### src/common/uart_pkg.sv
// Serial-side types shared by the sampler, the FIFO and the register block.
// The frame format is fixed at 8N1, so the byte width is not a parameter.

package uart_pkg;

	// One received data byte.
	typedef logic [7:0] uart_byte_t;

	// Clock cycles per serial bit, as programmed through the bus.
	typedef logic [15:0] divisor_t;

	// Index of the data bit being collected, LSB first.
	typedef logic [2:0] bit_idx_t;

	// Index of the last data bit in a frame.
	localparam bit_idx_t LAST_BIT = 3'd7;

	// Line level while no frame is on the wire.
	localparam logic LINE_IDLE = 1'b1;

	// Report for one completed frame.
	// The valid bit pulses for a single cycle, and the other fields are only
	// meaningful while it is high.
	typedef struct packed {
		logic       valid;     // One-cycle pulse per frame.
		logic       frame_err; // Stop bit was sampled low.
		uart_byte_t data;      // Received byte, bit 0 first on the wire.
	} rx_event_t;

endpackage

### src/common/wb_pkg.sv
// Wishbone classic bus types and the register map of the receiver.
// Addresses are word addresses, and only four registers exist.

package wb_pkg;

	// Word address of a register.
	typedef logic [1:0] wb_addr_t;

	// Bus data word.
	typedef logic [31:0] wb_data_t;

	// Request from the bus master.
	typedef struct packed {
		logic     cyc; // Bus cycle in progress.
		logic     stb; // Valid transfer.
		logic     we;  // High for a write.
		wb_addr_t adr;
		wb_data_t dat; // Write data.
	} wb_req_t;

	// Response from the slave.
	typedef struct packed {
		logic     ack; // One cycle per transfer.
		wb_data_t dat; // Read data, valid with ack.
	} wb_rsp_t;

	// Register addresses.
	localparam wb_addr_t ADDR_DATA    = 2'd0; // Head of the receive FIFO, popped on read.
	localparam wb_addr_t ADDR_STATUS  = 2'd1; // Cleared on read, except the not-empty bit.
	localparam wb_addr_t ADDR_DIVISOR = 2'd2;
	localparam wb_addr_t ADDR_CTRL    = 2'd3;

	// Bit positions in the STATUS register.
	localparam int STAT_NOT_EMPTY = 0;
	localparam int STAT_OVERRUN   = 1; // A byte arrived while the FIFO was full.
	localparam int STAT_FRAME_ERR = 2; // A frame ended with a low stop bit.

	// Bit positions in the CTRL register.
	localparam int CTRL_ENABLE = 0;

endpackage

### src/uart_rx/uart_rx.sv
// Samples each bit once at its middle, with no oversampling or voting.
// divisor_i should be at least 4 and must not change while a frame is received.
`timescale 1ns/1ps

module uart_rx (
	input  logic                 clk,
	input  logic                 resetn,
	input  logic                 rx_i,
	input  logic                 enable_i,
	input  uart_pkg::divisor_t   divisor_i,
	output uart_pkg::rx_event_t  rx_event_o
);
	import uart_pkg::*;

	typedef enum logic [2:0] {
		S_IDLE,
		S_START,
		S_DATA,
		S_STOP,
		S_WAIT_HIGH
	} state_t;

	state_t     state_q;
	state_t     state_d;
	logic       rx_meta_q;
	logic       rx_sync_q;
	divisor_t   timer_q;
	divisor_t   half_last;
	divisor_t   full_last;
	logic       start_tick;
	logic       bit_tick;
	logic       timer_restart;
	bit_idx_t   bit_cnt_q;
	uart_byte_t shift_q;
	logic       evt_valid_q;
	logic       evt_frame_err_q;
	uart_byte_t evt_data_q;

	// The line is asynchronous to clk.
	always_ff @(posedge clk or negedge resetn)
	begin
		if (!resetn)
		begin
			rx_meta_q <= LINE_IDLE;
			rx_sync_q <= LINE_IDLE;
		end
		else
		begin
			rx_meta_q <= rx_i;
			rx_sync_q <= rx_meta_q;
		end
	end

	// The timer counts from zero, so a tick on count N-1 samples N cycles
	// after the restart.
	assign half_last = (divisor_i >> 1) - 1'b1;
	assign full_last = divisor_i - 1'b1;

	assign start_tick = (state_q == S_START) && (timer_q == half_last);
	assign bit_tick   = ((state_q == S_DATA) || (state_q == S_STOP)) && (timer_q == full_last);

	assign timer_restart = (state_q == S_IDLE) || (state_q == S_WAIT_HIGH) ||
		start_tick || bit_tick;

	always_comb
	begin
		state_d = state_q;
		case (state_q)
			S_IDLE:
			begin
				if (enable_i && !rx_sync_q)
					state_d = S_START;
			end
			S_START:
			begin
				// A line that is high again at mid-bit was a glitch.
				if (start_tick)
					state_d = rx_sync_q ? S_IDLE : S_DATA;
			end
			S_DATA:
			begin
				if (bit_tick && (bit_cnt_q == LAST_BIT))
					state_d = S_STOP;
			end
			S_STOP:
			begin
				if (bit_tick)
					state_d = S_WAIT_HIGH;
			end
			S_WAIT_HIGH:
			begin
				// A low stop bit may be a break, so hold off until the line recovers.
				if (rx_sync_q == LINE_IDLE)
					state_d = S_IDLE;
			end
			default:
			begin
				state_d = S_IDLE;
			end
		endcase
	end

	always_ff @(posedge clk or negedge resetn)
	begin
		if (!resetn)
		begin
			state_q     <= S_IDLE;
			timer_q     <= '0;
			bit_cnt_q   <= '0;
			evt_valid_q <= 1'b0;
		end
		else
		begin
			state_q     <= state_d;
			timer_q     <= timer_restart ? '0 : timer_q + 1'b1;
			evt_valid_q <= bit_tick && (state_q == S_STOP); // Pulses once per frame.
			if (state_q == S_IDLE)
				bit_cnt_q <= '0;
			else if (bit_tick && (state_q == S_DATA))
				bit_cnt_q <= bit_cnt_q + 1'b1;
		end
	end

	// Data bits arrive LSB first, so they enter at the top and move down.
	always_ff @(posedge clk)
	begin
		if (bit_tick && (state_q == S_DATA))
			shift_q <= {rx_sync_q, shift_q[7:1]};
		if (bit_tick && (state_q == S_STOP))
		begin
			evt_data_q      <= shift_q;
			evt_frame_err_q <= !rx_sync_q;
		end
	end

	assign rx_event_o.valid     = evt_valid_q;
	assign rx_event_o.frame_err = evt_frame_err_q;
	assign rx_event_o.data      = evt_data_q;

endmodule

### src/logic/rx_fifo.sv
// FIFO_DEPTH must be a power of two and at least 2.
// Frames with a framing error are never stored, and a full FIFO drops new bytes.
`timescale 1ns/1ps

module rx_fifo #(
	parameter int FIFO_DEPTH = 8
) (
	input  logic                 clk,
	input  logic                 resetn,
	input  uart_pkg::rx_event_t  rx_event_i,
	input  logic                 pop_i,
	output uart_pkg::uart_byte_t head_o,
	output logic                 empty_o,
	output logic                 drop_o
);
	import uart_pkg::*;

	localparam int AW = $clog2(FIFO_DEPTH);

	// The extra top bit tells a full FIFO from an empty one.
	typedef logic [AW:0] ptr_t;

	uart_byte_t mem [FIFO_DEPTH];
	ptr_t       wr_ptr_q;
	ptr_t       rd_ptr_q;
	logic       full;
	logic       push;
	logic       do_push;
	logic       do_pop;
	logic       drop_q;

	assign empty_o = (wr_ptr_q == rd_ptr_q);
	assign full    = (wr_ptr_q[AW] != rd_ptr_q[AW]) &&
		(wr_ptr_q[AW-1:0] == rd_ptr_q[AW-1:0]);

	assign push   = rx_event_i.valid && !rx_event_i.frame_err;
	assign do_pop = pop_i && !empty_o;

	// A pop in the same cycle frees the slot that the new byte goes into.
	assign do_push = push && (!full || do_pop);

	assign head_o = mem[rd_ptr_q[AW-1:0]];
	assign drop_o = drop_q;

	always_ff @(posedge clk)
	begin
		if (do_push)
			mem[wr_ptr_q[AW-1:0]] <= rx_event_i.data;
	end

	always_ff @(posedge clk or negedge resetn)
	begin
		if (!resetn)
		begin
			wr_ptr_q <= '0;
			rd_ptr_q <= '0;
			drop_q   <= 1'b0;
		end
		else
		begin
			if (do_push)
				wr_ptr_q <= wr_ptr_q + 1'b1;
			if (do_pop)
				rd_ptr_q <= rd_ptr_q + 1'b1;
			drop_q <= push && !do_push; // The byte is lost, so tell the register block.
		end
	end

endmodule

### src/logic/wb_uart_regs.sv
// Every access is acked one cycle after it is seen, with no wait states.
// A DATA read of an empty FIFO returns 0 and pops nothing.
`timescale 1ns/1ps

module wb_uart_regs #(
	parameter uart_pkg::divisor_t RESET_DIVISOR = 16
) (
	input  logic                 clk,
	input  logic                 resetn,
	input  wb_pkg::wb_req_t      wb_req_i,
	output wb_pkg::wb_rsp_t      wb_rsp_o,
	input  uart_pkg::uart_byte_t head_i,
	input  logic                 empty_i,
	input  logic                 drop_i,
	input  logic                 frame_err_i,
	output logic                 pop_o,
	output uart_pkg::divisor_t   divisor_o,
	output logic                 enable_o
);
	import wb_pkg::*;
	import uart_pkg::*;

	logic     ack_q;
	wb_data_t rdata_q;
	wb_data_t rdata_d;
	divisor_t divisor_q;
	logic     enable_q;
	logic     overrun_q;
	logic     frame_err_q;
	logic     pop_q;
	logic     access;
	logic     rd_access;
	logic     wr_access;
	logic     status_rd;

	// The ack itself blocks a second access while the master still holds stb.
	assign access    = wb_req_i.cyc && wb_req_i.stb && !ack_q;
	assign rd_access = access && !wb_req_i.we;
	assign wr_access = access && wb_req_i.we;
	assign status_rd = rd_access && (wb_req_i.adr == ADDR_STATUS);

	always_comb
	begin
		rdata_d = '0;
		case (wb_req_i.adr)
			ADDR_DATA:
			begin
				if (!empty_i)
					rdata_d[$bits(uart_byte_t)-1:0] = head_i;
			end
			ADDR_STATUS:
			begin
				rdata_d[STAT_NOT_EMPTY] = !empty_i;
				rdata_d[STAT_OVERRUN]   = overrun_q;
				rdata_d[STAT_FRAME_ERR] = frame_err_q;
			end
			ADDR_DIVISOR:
			begin
				rdata_d[$bits(divisor_t)-1:0] = divisor_q;
			end
			ADDR_CTRL:
			begin
				rdata_d[CTRL_ENABLE] = enable_q;
			end
			default:
			begin
				rdata_d = '0;
			end
		endcase
	end

	always_ff @(posedge clk or negedge resetn)
	begin
		if (!resetn)
		begin
			ack_q       <= 1'b0;
			pop_q       <= 1'b0;
			divisor_q   <= RESET_DIVISOR;
			enable_q    <= 1'b0;
			overrun_q   <= 1'b0;
			frame_err_q <= 1'b0;
		end
		else
		begin
			ack_q <= access;
			// The head byte is already captured, so the pop lines up with the ack.
			pop_q <= rd_access && (wb_req_i.adr == ADDR_DATA) && !empty_i;

			// A new event wins over the clear of the same cycle.
			overrun_q   <= drop_i || (overrun_q && !status_rd);
			frame_err_q <= frame_err_i || (frame_err_q && !status_rd);

			if (wr_access && (wb_req_i.adr == ADDR_DIVISOR))
				divisor_q <= wb_req_i.dat[$bits(divisor_t)-1:0];
			if (wr_access && (wb_req_i.adr == ADDR_CTRL))
				enable_q <= wb_req_i.dat[CTRL_ENABLE];
		end
	end

	always_ff @(posedge clk)
	begin
		if (rd_access)
			rdata_q <= rdata_d;
	end

	assign wb_rsp_o.ack = ack_q;
	assign wb_rsp_o.dat = rdata_q;

	assign pop_o     = pop_q;
	assign divisor_o = divisor_q;
	assign enable_o  = enable_q;

endmodule

### src/logic/uart_rx_top.sv
// UART receiver with a Wishbone classic register port, fixed 8N1 framing.
// FIFO_DEPTH must be a power of two, and reception is off until CTRL is written.
`timescale 1ns/1ps

module uart_rx_top #(
	parameter int                 FIFO_DEPTH    = 8,
	parameter uart_pkg::divisor_t RESET_DIVISOR = 16
) (
	input  logic            clk,
	input  logic            resetn,
	input  logic            rx_i,
	input  wb_pkg::wb_req_t wb_req_i,
	output wb_pkg::wb_rsp_t wb_rsp_o
);
	import uart_pkg::*;

	rx_event_t  rx_event;
	uart_byte_t head;
	logic       empty;
	logic       drop;
	logic       pop;
	logic       frame_err;
	divisor_t   divisor;
	logic       enable;

	// Only a completed frame can raise the framing flag.
	assign frame_err = rx_event.valid && rx_event.frame_err;

	uart_rx u_uart_rx (
		.clk        (clk),
		.resetn     (resetn),
		.rx_i       (rx_i),
		.enable_i   (enable),
		.divisor_i  (divisor),
		.rx_event_o (rx_event)
	);

	rx_fifo #(
		.FIFO_DEPTH (FIFO_DEPTH)
	) u_rx_fifo (
		.clk        (clk),
		.resetn     (resetn),
		.rx_event_i (rx_event),
		.pop_i      (pop),
		.head_o     (head),
		.empty_o    (empty),
		.drop_o     (drop)
	);

	wb_uart_regs #(
		.RESET_DIVISOR (RESET_DIVISOR)
	) u_wb_uart_regs (
		.clk         (clk),
		.resetn      (resetn),
		.wb_req_i    (wb_req_i),
		.wb_rsp_o    (wb_rsp_o),
		.head_i      (head),
		.empty_i     (empty),
		.drop_i      (drop),
		.frame_err_i (frame_err),
		.pop_o       (pop),
		.divisor_o   (divisor),
		.enable_o    (enable)
	);

endmodule

### config.mk
export PLATFORM = sky130hd
export DESIGN_NAME = uart_rx_top
export DESIGN_NICKNAME = d
export VERILOG_FILES = /design/src/common/uart_pkg.sv /design/src/common/wb_pkg.sv /design/src/uart_rx/uart_rx.sv /design/src/logic/rx_fifo.sv /design/src/logic/wb_uart_regs.sv /design/src/logic/uart_rx_top.sv
export SDC_FILE = /design/constraint.sdc
export NUM_CORES = 1
export LEC_CHECK = 0
export ABC_AREA = 1
export ABC_CLOCK_PERIOD_IN_PS = 2700
export BUFFER_PORTS_ARGS = -buffer_cell sky130_fd_sc_hd__buf_2
export CAP_MARGIN = 15
export CORE_ASPECT_RATIO = 1.75
export CORE_MARGIN = 1
export CORE_UTILIZATION = 54
export CTS_CLUSTER_DIAMETER = 50
export DETAILED_ROUTE_END_ITERATION = 6
export PLACE_DENSITY = 0.81
export SETUP_SLACK_MARGIN = 0.02
export SYNTH_ARGS = -nofsm -noshare
export SYNTH_HDL_FRONTEND = slang
export SYNTH_SLANG_ARGS = --single-unit
### constraint.sdc
create_clock -name clk -period 2.7 [get_ports clk]
set_input_delay 0.54 -clock clk [delete_from_list [all_inputs] [get_ports clk]]
set_output_delay 0.54 -clock clk [all_outputs]
set_load 0.01 [all_outputs]
==> results.md, run 1 <==
* Max Slew Vio Count at 0
* Async SR Flop Fraction at 0.362
* Number of hold buffers added after cts at 0
* Worst min path class: input pin to async pin
* Worst VDD drop at 0.492 mV
* Clk buf depth at 2
* WL final at 18100 µm
* CTS Buf Count at 17
* CP Launch Type: flop
* Post-synthesis sequential area ratio at 0.564
* Largest net degree at the start of global routing at 35
* Crit share post-route at 0.931
* Worst-Margin Slew at 0.786 ns
* DIE HEIGHT at 159 µm
* Met3 usage at 0.0396
* Crit Path Max Fanout at 8
* Power per cell area at 702 nW/µm²
* Required time worst endpoint at 2.75 ns
* Synth Flop Type: edfxtp_1
* Final Hold Fails at 0
* PortBufs at 40
* Pleak at 0.00366 µW
* GR Overflow Total at 0
* Final Critical Period at 2.51 ns
* CTS tree: built
* Register bit total from synthesis at 152
* DRC Markers at 0
* Synthesis Warnings at 0
* Post-CTS Resized at 0
* Chip Width at 91.8 µm
* Setup violations, final at 0
* Std-Cell Rows at 57
* Total of max-cap violations at 0
* ANT nets after route at 0
* CTS H-tree depth at 4
* Vias in the first global route at 5904
* Final core occ at 0.634
* Share of cells above drive strength 1 at 0.178
* Worst skew pair latency at 0.43 ns
* Data arrival, critical path at 2.57 ns
* Pre-antenna DRT Iters at 7
* Nets@finish at 917
* First-pass GRT wire length at 28800 µm
* CORE AREA at 13800 µm²
* Worst Skew at 0.0114 ns
* GR Util met1 at 0.257
* # diodes at 0
* Outcome: finished, final reports clean
* Via count at 5765
* Setup crit end kind: flop
* Die ar. at 14600 µm²
* Setup TNS at 0 ns
* Avg Cell Area, Syn at 9.51 µm²
* Routability cong. at 0.955
* Routed length per instance at 17.1 µm
* Clk sink count at 152
* Fillers at 1117
* Gr busiest metal: met2
* Post-synth EDFFs at 97
* GR Layer Usage met2 at 0.505
* Antenna violations before repair at 0
* Synthesis-to-finish area growth at 15.1%
* Max Fclk at 398 MHz
* Root buffer cell: clkbuf_16
* Routed vias/inst at 5.44
* RSZ-0062 raised after global routing: false
* Kind of critical path: flop to flop
* # IOs at 73
* Slew HR at 0.474
* Clock Pin Slew Worst Setup and Hold Paths at 0.07 ns
* Total setup buffers inserted after CTS at 0
* Synthesized cell area at 7620 µm²
* Library cells used by synthesis at 43
* DP HPWL at 13500 µm
* Mapped Cells at 801
* Initial DRC Count at 374
* Total Routing Usage GR at 0.264
* Initial core utilization at 0.551
## critical path, stage by stage, from the launching register on
cell,delay (ns)
dfrtp_1,0.44
inv_1,0.15
nand2_1,0.08
nand4_1,0.09
nor2_1,0.06
inv_1,0.06
nor2_1,0.05
inv_2,0.07
nand2_2,0.05
nand3_1,0.14
nand3_1,0.13
inv_1,0.11
nand2_1,0.11
nor2_1,0.62
## logic make-up after synthesis
logic type / count (synthesis) / share of synthesized area
AO/OA/AOI/OAI: 95 / 0.0692
other: 1 / 0.000492
flip-flops: 152 / 0.564
XOR/XNOR: 41 / 0.0471
adder cells (fa/ha/maj): 8 / 0.0131
AND/OR/NAND/NOR: 391 / 0.238
buffers and inverters: 113 / 0.0682
## state kept, by name (all words and copies together), names as in the netlist, 4 cells and up
signal	cells
u_rx_fifo.mem	64
u_uart_rx.timer_q	16
u_wb_uart_regs.divisor_o	16
u_wb_uart_regs.rdata_q	16
u_uart_rx.evt_data_q	8
u_uart_rx.shift_q	8
u_rx_fifo.rd_ptr_q	4
u_rx_fifo.wr_ptr_q	4
## layout make-up
type                    instances  area (µm²)  area share
repair buffers                 68         435      0.0497
clock inverters                15         203      0.0231
clock buffers                  17         425      0.0485
well taps                     177         221      0.0253
multi-input cells             551        2890       0.330
flip-flops and latches        152        4290       0.490
inverters                      79         300      0.0342
## report_power, final
part	internal [µW]	switching, µW	total [µW]
Combinational	356	631	987
Clock	1340	1100	2450
Sequential	2580	147	2720
Total	4280	1880	6160
## metal layers
| layer | share of wire | wire length [µm] |
|---|---|---|
| met1 | 0.33 | 6040 |
| met2 | 0.57 | 10400 |
| met3 | 0.039 | 703 |
| met4 | 0.053 | 970 |
| met5 | 0 | 0 |
## final timing paths
check / start / to / slack (ns) / cells past startpoint
setup / recovery: u_rx_fifo.wr_ptr_q[0] / u_rx_fifo.mem[1][7] / 0.19 / 13
hold / removal: resetn / u_uart_rx.timer_q[1] / 0.14 / 1
setup reg to reg: u_rx_fifo.wr_ptr_q[0] / u_rx_fifo.mem[1][7] / 0.19 / 13
hold reg to reg: u_uart_rx.rx_meta_q / u_uart_rx.rx_sync_q / 0.36 / 0
max in group asynchronous: resetn / u_rx_fifo.wr_ptr_q[2] / 1.98 / 2
min in group clk: rx_i / u_uart_rx.rx_meta_q / 0.21 / 1
## metrics by stage
stage / cell area [µm²] / std cells / worst slack (ns) / hold slack (ns) / power (µW)
finish: 8770 / 1059 / 0.185 / 0.141 / 6160
global route: 8770 / 1059 / 0.0292 / 0.194 / 6420
CTS: 8750 / 1059 / 0.0862 / 0.164 / 6180
detailed placement: 8120 / 1027 / 0.133 / 0.349 / 3740
global placement: 8120 / 1027 / 0.208 / 0.349 / 3720
floorplan: 7680 / 816 / 0.202 / 0.244 / 3480
## cell usage after synthesis (11+ instances only)
| master | count | area [µm²] |
|---|---|---|
| nand3_1 | 42 | 210 |
| xnor2_1 | 12 | 105 |
| nor2_1 | 114 | 428 |
| edfxtp_1 | 97 | 2910 |
| o22ai_1 | 13 | 81.3 |
| clkbuf_1 | 11 | 41.3 |
| dfrtp_1 | 52 | 1300 |
| nor2_4 | 16 | 180 |
| o21ai_0 | 50 | 250 |
| nand4_1 | 11 | 68.8 |
| xor2_1 | 29 | 254 |
| a21oi_1 | 19 | 95.1 |
| inv_1 | 74 | 278 |
| buf_4 | 18 | 135 |
| nor2_2 | 12 | 75.1 |
| nand2_1 | 166 | 623 |
## cells in the final DEF (no fill, tap or decap), types with 6 or more instances in the layout
cell type | netlist | final
nand2_1 | 166 | 165
buf_2 | 3 | 40
xnor2_1 | 12 | 12
nor2_1 | 114 | 109
o221ai_1 | 6 | 6
nand4_1 | 11 | 11
nor3_1 | 6 | 6
nand3_1 | 42 | 42
o22ai_1 | 13 | 13
xor2_1 | 29 | 29
ha_1 | 8 | 8
a21oi_1 | 19 | 19
inv_1 | 74 | 73
edfxtp_1 | 97 | 97
clkbuf_16 | 0 | 17
nand2_2 | 6 | 7
conb_1 | 1 | 16
nor2_2 | 12 | 17
dfrtp_1 | 52 | 52
buf_4 | 18 | 26
nor2_4 | 16 | 16
o21ai_0 | 50 | 50
Note: power is estimated with default switching activity, not from simulation.
==> run 2, diff against run 1 <==
--- a/config.mk
+++ b/config.mk
@@ -5,16 +5,16 @@
 export SDC_FILE = /design/constraint.sdc
 export NUM_CORES = 1
 export LEC_CHECK = 0
-export ABC_AREA = 1
-export ABC_CLOCK_PERIOD_IN_PS = 2700
+export ABC_CLOCK_PERIOD_IN_PS = 2800
 export BUFFER_PORTS_ARGS = -buffer_cell sky130_fd_sc_hd__buf_2
 export CAP_MARGIN = 15
 export CORE_ASPECT_RATIO = 1.75
 export CORE_MARGIN = 1
-export CORE_UTILIZATION = 54
+export CORE_UTILIZATION = 59
 export CTS_CLUSTER_DIAMETER = 50
 export DETAILED_ROUTE_END_ITERATION = 6
-export PLACE_DENSITY = 0.81
+export PLACE_DENSITY = 0.84
+export RECOVER_POWER = 25
 export SETUP_SLACK_MARGIN = 0.02
 export SYNTH_ARGS = -nofsm -noshare
 export SYNTH_HDL_FRONTEND = slang
==> constraint.sdc (replaced) <==
create_clock -name clk -period 2.8 [get_ports clk]
set_input_delay 0.56 -clock clk [delete_from_list [all_inputs] [get_ports clk]]
set_output_delay 0.56 -clock clk [all_outputs]
set_load 0.01 [all_outputs]
==> run 2 against run 1 <==
The run now ends with negative setup slack left. Sequential share of layout area fell by 1.5 points. Synthesized area fell by 3.8%. Clock skew fell by 0.00087 ns. Global-route usage rose by 4.7 points. Sequential power fell by 5%. Largest cell class unchanged. Non-clock buffer count rose by 56. Die area fell by 12%. Core utilization rose by 12 points. Hold slack improved by 0.093 ns. Critical path depth fell by 2.
==> results.md, run 2 <==
* Outcome: finished with violations (was finished, final reports clean)
* Failing checks: negative setup slack
* Worst skew pair latency at 0.42 ns (was 0.43 ns)
* Max reg flops at 64 (unchanged)
* Routed vias/inst at 5.97 (was 5.44)
* DIE HEIGHT at 149 µm (was 159 µm)
* Post-synthesis sequential area ratio at 0.586 (was 0.564)
* Top cells by count, synth: 97 x edfxtp_1, 52 x dfrtp_1, 47 x xnor2_1 (was 166 x nand2_1, 114 x nor2_1, 97 x edfxtp_1)
* Pre-antenna DRT Iters at 6 (was 7)
* Antenna violations before repair at 0 (unchanged)
* # IOs at 73 (unchanged)
* RSZ-0062 raised after global routing: true (was false)
* Non-filler cells, final at 851 (was 1059)
* Total of max-cap violations at 0 (unchanged)
* Kind of critical path: flop to flop (unchanged)
* Max Fclk at 331 MHz (was 398 MHz)
* Share of cells above drive strength 1 at 0.344 (was 0.178)
* Async SR Flop Fraction at 0.362 (unchanged)
* Synthesized cell area at 7330 µm² (was 7620 µm²)
* Via count at 5081 (was 5765)
* # placed instances at 806 (was 1027)
* Clk sink count at 152 (unchanged)
* Library cells used by synthesis at 59 (was 43)
* GR Overflow Total at 0 (unchanged)
* Routed length per instance at 22.3 µm (was 17.1 µm)
* DRC Markers at 0 (unchanged)
* Largest net degree at the start of global routing at 25 (was 35)
* CTS H-tree depth at 4 (unchanged)
* Placed cell area at 8090 µm² (was 8120 µm²)
* Pre-CTS WS at -0.176 ns (was 0.133 ns)
* Clk buf depth at 2 (unchanged)
* Die ar. at 12900 µm² (was 14600 µm²)
* Initial core utilization at 0.607 (was 0.551)
* # diodes at 0 (unchanged)
* Synthesis Warnings at 0 (unchanged)
* Crit share post-route at 1.08 (was 0.931)
* Routability cong. at 0.968 (was 0.955)
* Post-synth top area share at 0.398 (was 0.382)
* Setup TNS at -3.53 ns (was 0 ns)
* Initial DRC Count at 184 (was 374)
* Total Routing Usage GR at 0.310 (was 0.264)
* Register bit total from synthesis at 152 (unchanged)
* Chip Width at 86.2 µm (was 91.8 µm)
* CP Launch Type: flop (unchanged)
* Std-Cell Rows at 53 (was 57)
* Final Critical Period at 3.02 ns (was 2.51 ns)
* Worst VDD drop at 0.599 mV (was 0.492 mV)
* ANT nets after route at 0 (unchanged)
* Leading cell types in the layout, fill and taps excluded: 97 x edfxtp_1, 76 x buf_4, 52 x dfrtp_1 (was 165 x nand2_1, 109 x nor2_1, 97 x edfxtp_1)
* Max Slew Vio Count at 0 (unchanged)
* Cell with the most instances after synthesis: edfxtp_1 (was nand2_1)
* Nets@finish at 721 (was 917)
* Synthesis-to-finish area growth at 23.4% (was 15.1%)
* DP HPWL at 12700 µm (was 13500 µm)
* Worst-Margin Slew at 1.29 ns (was 0.786 ns)
* Leading area contributor after synthesis: edfxtp_1 (unchanged)
* Setup violations, final at 26 (was 0)
* Synth top area cells: edfxtp_1 40%, dfrtp_1 18%, xnor2_1 5.6% (was edfxtp_1 38%, dfrtp_1 17%, nand2_1 8.2%)
* CORE AREA at 12100 µm² (was 13800 µm²)
* Data arrival, critical path at 3.34 ns (was 2.57 ns)
* Number of hold buffers added after cts at 0 (unchanged)
* CTS tree: built (unchanged)
* Avg Cell Area, Syn at 12.9 µm² (was 9.51 µm²)
* PortBufs at 40 (unchanged)
* CTS Buf Count at 17 (unchanged)
* Worst min path class: input pin to flop (was input pin to async pin)
* Mapped Cells at 570 (was 801)
* Required time worst endpoint at 3.11 ns (was 2.75 ns)
* Clock Pin Slew Worst Setup and Hold Paths at 0.07 ns (about the same)
* WL final at 19000 µm (was 18100 µm)
* Design area at 9040 µm² (was 8770 µm²)
* Vias in the first global route at 5487 (was 5904)
* Slew HR at 0.138 (was 0.474)
* Worst Skew at 0.0105 ns (was 0.0114 ns)
* Power per cell area at 737 nW/µm² (was 702 nW/µm²)
* Crit Path Max Fanout at 4 (was 8)
* Commonest non-fill, non-tap cell in the layout: edfxtp_1 (was nand2_1)
* Pleak at 0.00352 µW (was 0.00366 µW)
* Root buffer cell: clkbuf_16 (unchanged)
* Final Hold Fails at 0 (unchanged)
* Synth Flop Type: edfxtp_1 (unchanged)
* Setup crit end kind: flop (unchanged)
* First-pass GRT wire length at 28600 µm (was 28800 µm)
* Post-synth EDFFs at 97 (unchanged)
* Worst Slack Setup Final at -0.223 ns (was 0.185 ns)
## run 2: cell types whose count changed in the layout (fill, tap and decap cells not counted), sizes merged, moves of 11 or more
cell	change
xnor2	+35
mux2	+17
nor3	+18
o21ai	-37
o22ai	-12
nand3	-27
mux4	+16
nand2	-138
buf	+53
nor2	-113
and2	+11
a21oi	-16
and3	+12
inv	-66
## run 2: worst paths after layout
check                                                    end  cells past startpoint  slack, ns                        start
min in group asynchronous        u_wb_uart_regs.divisor_o[8]                      1       0.39                       resetn
worst min-delay path                     u_uart_rx.rx_meta_q                      1       0.23                         rx_i
worst max register to register          u_uart_rx.state_q[0]                     11      -0.22  u_wb_uart_regs.divisor_o[4]
worst min register to register           u_uart_rx.rx_sync_q                      0       0.36          u_uart_rx.rx_meta_q
max in group asynchronous       u_wb_uart_regs.divisor_o[14]                      2       1.28                       resetn
worst max-delay path                    u_uart_rx.state_q[0]                     11      -0.22  u_wb_uart_regs.divisor_o[4]
## run 2: cells by family (layout without fill, tap and decap cells)
kind of cell | count (synthesis) | after routing | share of synthesized area
other | 1 | 16 | 0.000512
AND/OR/NAND/NOR | 186 | 186 | 0.138
AO/OA/AOI/OAI | 49 | 50 | 0.0458
multiplexers | 41 | 41 | 0.0862
buffers and inverters | 65 | 165 | 0.0463
XOR/XNOR | 68 | 68 | 0.0832
flip-flops | 152 | 152 | 0.586
adder cells (fa/ha/maj) | 8 | 8 | 0.0137
## run 2: final cells by class
type	instances	area, µm²
inverter	9	36.3
sequential	152	4290
multi-input combinational	369	3020
clock buffer	17	425
fill	723	3020
clock inverter	15	211
tap	165	206
timing repair buffer	124	856
## run 2: stage by stage
stage	total power [µW]	utilization	hold slack, ns
after floorplan	3530	-	0.264
after global placement	4030	0.670	0.351
after detailed placement	4080	0.670	0.351
after CTS	6460	0.730	0.112
after global routing	6910	0.749	0.226
final	6670	0.749	0.235
## run 2: routing by layer
layer | GRT usage | wire [µm]
met5 | 0 | 0
met4 | 0.245 | 1600
met2 | 0.568 | 10400
met1 | 0.291 | 6090
met3 | 0.0634 | 913
## run 2: what timing repair did
action | CTS | global route
gates cloned | 0 | 2
pin swaps | 8 | 16
resized for setup | 12 | 33
buffers inserted | 6 | 5
setup endpoints to repair | 38 | 40
endpoints found under the hold margin | 0 | 0
## run 2: power by group
group	internal, µW	switching [µW]
logic	782	948
registers	2490	104
clock network	1240	1110
total	4510	2160
## run 2: worst max-delay path: stages, from the launching register on
cell and delay (ns):
dfstp_2 0.38, buf_4 0.15, buf_4 0.15, nor3b_1 0.30, buf_4 0.19, xnor2_1 0.12
a31oi_1 0.15, or4_4 0.44, or4b_4 0.60, buf_6 0.16, mux2i_1 0.12, a21o_1 0.16
==> run 3, diff against run 2 <==
--- a/config.mk
+++ b/config.mk
@@ -13,6 +13,7 @@
 export CORE_UTILIZATION = 59
 export CTS_CLUSTER_DIAMETER = 50
 export DETAILED_ROUTE_END_ITERATION = 6
+export GPL_TIMING_DRIVEN = 0
 export PLACE_DENSITY = 0.84
 export RECOVER_POWER = 25
 export SETUP_SLACK_MARGIN = 0.02
==> constraint.sdc (replaced) <==
create_clock -name clk -period 2.8 [get_ports clk]
set_input_delay 0.14 -clock clk [delete_from_list [all_inputs] [get_ports clk]]
set_output_delay 0.14 -clock clk [all_outputs]
set_load 0.01 [all_outputs]
==> run 3 against run 2 <==
The flow still finishes with violations (negative setup slack). Via count grew 3.0%. First-iteration DRC count grew 87%. Routed wire length grew 3.0%. Clock-buffer cell count is the same. Global-route usage grew 0.27 points. Hold slack lost 0.14 ns. Fmax shrank 3.0%. Core utilization grew 2.2 points. Register-to-register slack lost 0.09 ns. Sequential power grew 3%. Final cell count grew 2.4%. Combinational power shrank 13%. Largest power group unchanged.
==> results.md, run 3 (same netlist as run 2, synthesis figures left out) <==
* Clk buf depth at 2 (unchanged)
* Required time worst endpoint at 3.11 ns (about the same)
* RR Startpoint: u_wb_uart_regs.divisor_o[4] (unchanged)
* Worst VDD drop at 0.634 mV (was 0.599 mV)
* CTS Buf Count at 17 (unchanged)
* Worst skew pair latency at 0.43 ns (was 0.42 ns)
* Synthesis-to-finish area growth at 27.0% (was 23.4%)
* Routed vias/inst at 6.01 (was 5.97)
* Reg2Reg Setup Slack at -0.32 ns (was -0.22 ns)
* Worst Skew at 0.0109 ns (was 0.0105 ns)
* Setup crit end kind: flop (unchanged)
* CTS tree: built (unchanged)
* Commonest non-fill, non-tap cell in the layout: edfxtp_1 (unchanged)
* Slew HR at 0.316 (was 0.138)
* Final Critical Period at 3.12 ns (was 3.02 ns)
* CP Launch Type: flop (unchanged)
* WHS Endpoint: u_wb_uart_regs.pop_o (was u_uart_rx.rx_meta_q)
* Crit Path Max Fanout at 6 (was 4)
* RSZ-0062 raised after global routing: true (unchanged)
* # IOs at 73 (unchanged)
* Largest net degree at the start of global routing at 41 (was 25)
* Design area at 9310 µm² (was 9040 µm²)
* R2r worst-path depth at 8 (was 11)
* Routed length per instance at 22.5 µm (was 22.3 µm)
* Share of cells above drive strength 1 at 0.350 (was 0.344)
* First-pass GRT wire length at 29000 µm (was 28600 µm)
* WL final at 19600 µm (was 19000 µm)
* Max Fclk at 321 MHz (was 331 MHz)
* Nets@finish at 741 (was 721)
* Critical path, cell by cell: or4_4 -> nor3_4 -> xnor2_1 -> or4_4 -> or4b_4 -> buf_8 -> and3_4 -> a211o_1 (was buf_4 -> buf_4 -> nor3b_1 -> buf_4 -> xnor2_1 -> a31oi_1 -> or4_4 -> or4b_4 -> buf_6 -> mux2i_1 -> a21o_1)
* DRC Markers at 0 (unchanged)
* Std-Cell Rows at 53 (unchanged)
* Pre-CTS WS at -0.571 ns (was -0.176 ns)
* GR Overflow Total at 0 (unchanged)
* Most frequent CP cell: or4_4 (was buf_4)
* # diodes at 0 (unchanged)
* Leading cell types in the layout, fill and taps excluded: 97 x edfxtp_1, 47 x dfrtp_1, 46 x xnor2_1 (was 97 x edfxtp_1, 76 x buf_4, 52 x dfrtp_1)
* Routability cong. at 0.913 (was 0.968)
* Worst Slack Setup Final at -0.315 ns (was -0.223 ns)
* CORE AREA at 12100 µm² (unchanged)
* Initial core utilization at 0.607 (unchanged)
* Vias in the first global route at 5526 (was 5487)
* Worst min path class: input pin to flop (unchanged)
* Placed cell area at 7930 µm² (was 8090 µm²)
* Final Hold Fails at 0 (unchanged)
* Die ar. at 12900 µm² (unchanged)
* Crit path max-delay cell type: or4_4 (was or4b_4)
* Antenna violations before repair at 0 (unchanged)
* ANT nets after route at 0 (unchanged)
* Setup TNS at -6.35 ns (was -3.53 ns)
* Pre-antenna DRT Iters at 4 (was 6)
* Worst-Margin Slew at 1.03 ns (was 1.29 ns)
* Power per cell area at 696 nW/µm² (was 737 nW/µm²)
* CTS H-tree depth at 4 (unchanged)
* Pleak at 0.00360 µW (was 0.00352 µW)
* Data arrival, critical path at 3.43 ns (was 3.34 ns)
* Root buffer cell: clkbuf_16 (unchanged)
* DP HPWL at 12200 µm (was 12700 µm)
* Chip Width at 86.2 µm (unchanged)
* Hold path start: wb_req_i[35] (was rx_i)
* Largest stage delay on the critical path at 0.62 ns (was 0.60 ns)
* Setup violations, final at 39 (was 26)
* Hold Path Cell Cnt at 4 (was 1)
* Outcome: finished with violations (unchanged)
* PortBufs at 39 (was 40)
* Failing checks: negative setup slack (unchanged)
* Fin Hold WS at 0.0919 ns (was 0.235 ns)
* Max Slew Vio Count at 0 (unchanged)
* Via count at 5234 (was 5081)
* Max reg flops at 64 (unchanged)
* Total of max-cap violations at 0 (unchanged)
* Clock Pin Slew Worst Setup and Hold Paths at 0.07 ns (about the same)
* R2R Path End: u_uart_rx.bit_cnt_q[1] (was u_uart_rx.state_q[0])
* Total Routing Usage GR at 0.313 (was 0.310)
* Crit share post-route at 1.11 (was 1.08)
* Initial DRC Count at 344 (was 184)
* Clk sink count at 152 (unchanged)
* DIE HEIGHT at 149 µm (unchanged)
* Kind of critical path: flop to flop (unchanged)
[run 3: how the worst max path moves through the flow]
stage | startpoint | end | slack, ns
2_1_floorplan | u_wb_uart_regs.divisor_o[2] | u_uart_rx.bit_cnt_q[1] | -0.20
3_3_place_gp | u_rx_fifo.rd_ptr_q[0] | u_rx_fifo.mem[1][4] | -0.82
3_5_place_dp | u_wb_uart_regs.divisor_o[3] | u_uart_rx.timer_q[7] | -0.57
4_1_cts | u_wb_uart_regs.divisor_o[5] | u_uart_rx.bit_cnt_q[1] | -0.30
5_1_grt | u_wb_uart_regs.divisor_o[3] | u_uart_rx.bit_cnt_q[1] | -0.39
6_report | u_wb_uart_regs.divisor_o[4] | u_uart_rx.bit_cnt_q[1] | -0.32
[run 3: worst max-delay path: cells and delay by family (launching register included)]
kind / cells / cell delay (ns)
AO/OA/AOI/OAI: 1 / 0.22
XOR/XNOR: 1 / 0.11
buffers and inverters: 1 / 0.16
flip-flops: 1 / 0.41
AND/OR/NAND/NOR: 5 / 2.10
[run 3: report_power, final]
| part | internal, µW | switching, µW |
|---|---|---|
| sequential | 2490 | 188 |
| clock | 1210 | 1080 |
| combinational | 675 | 839 |
[run 3: stage by stage]
step                      utilization  total power (µW)  cells
after floorplan                     -              3530    585
after global placement          0.652              3800    789
after detailed placement        0.657              3840    793
after CTS                       0.751              6220    862
after global routing            0.771              6690    871
final                           0.771              6480    871
[run 3: repair_timing]
item / CTS / global route
setup endpoints to repair: 110 / 99
buffers inserted: 20 / 18
pin swaps: 16 / 22
gates cloned: 2 / 0
gates resized for setup: 44 / 56
hold endpoints to repair: 44 / 0
hold buffers: 19 / 0
[run 3: final cells by class]
class	count	area, µm²
fill	679	2760
sequential	152	4300
clock inverter	15	173
timing repair buffer	100	792
inverter	9	41.3
buffer	44	265
clock buffer	17	425
multi-input combinational	369	3110
tap	165	206
[run 3: layer usage]
metal | track usage | up-vias | part of all wire
met1 | 0.307 | 2582 | 0.33
met5 | 0 | - | 0
met4 | 0.212 | 0 | 0.065
li1 | - | 2298 | -
met3 | 0.0695 | 94 | 0.050
met2 | 0.572 | 260 | 0.55
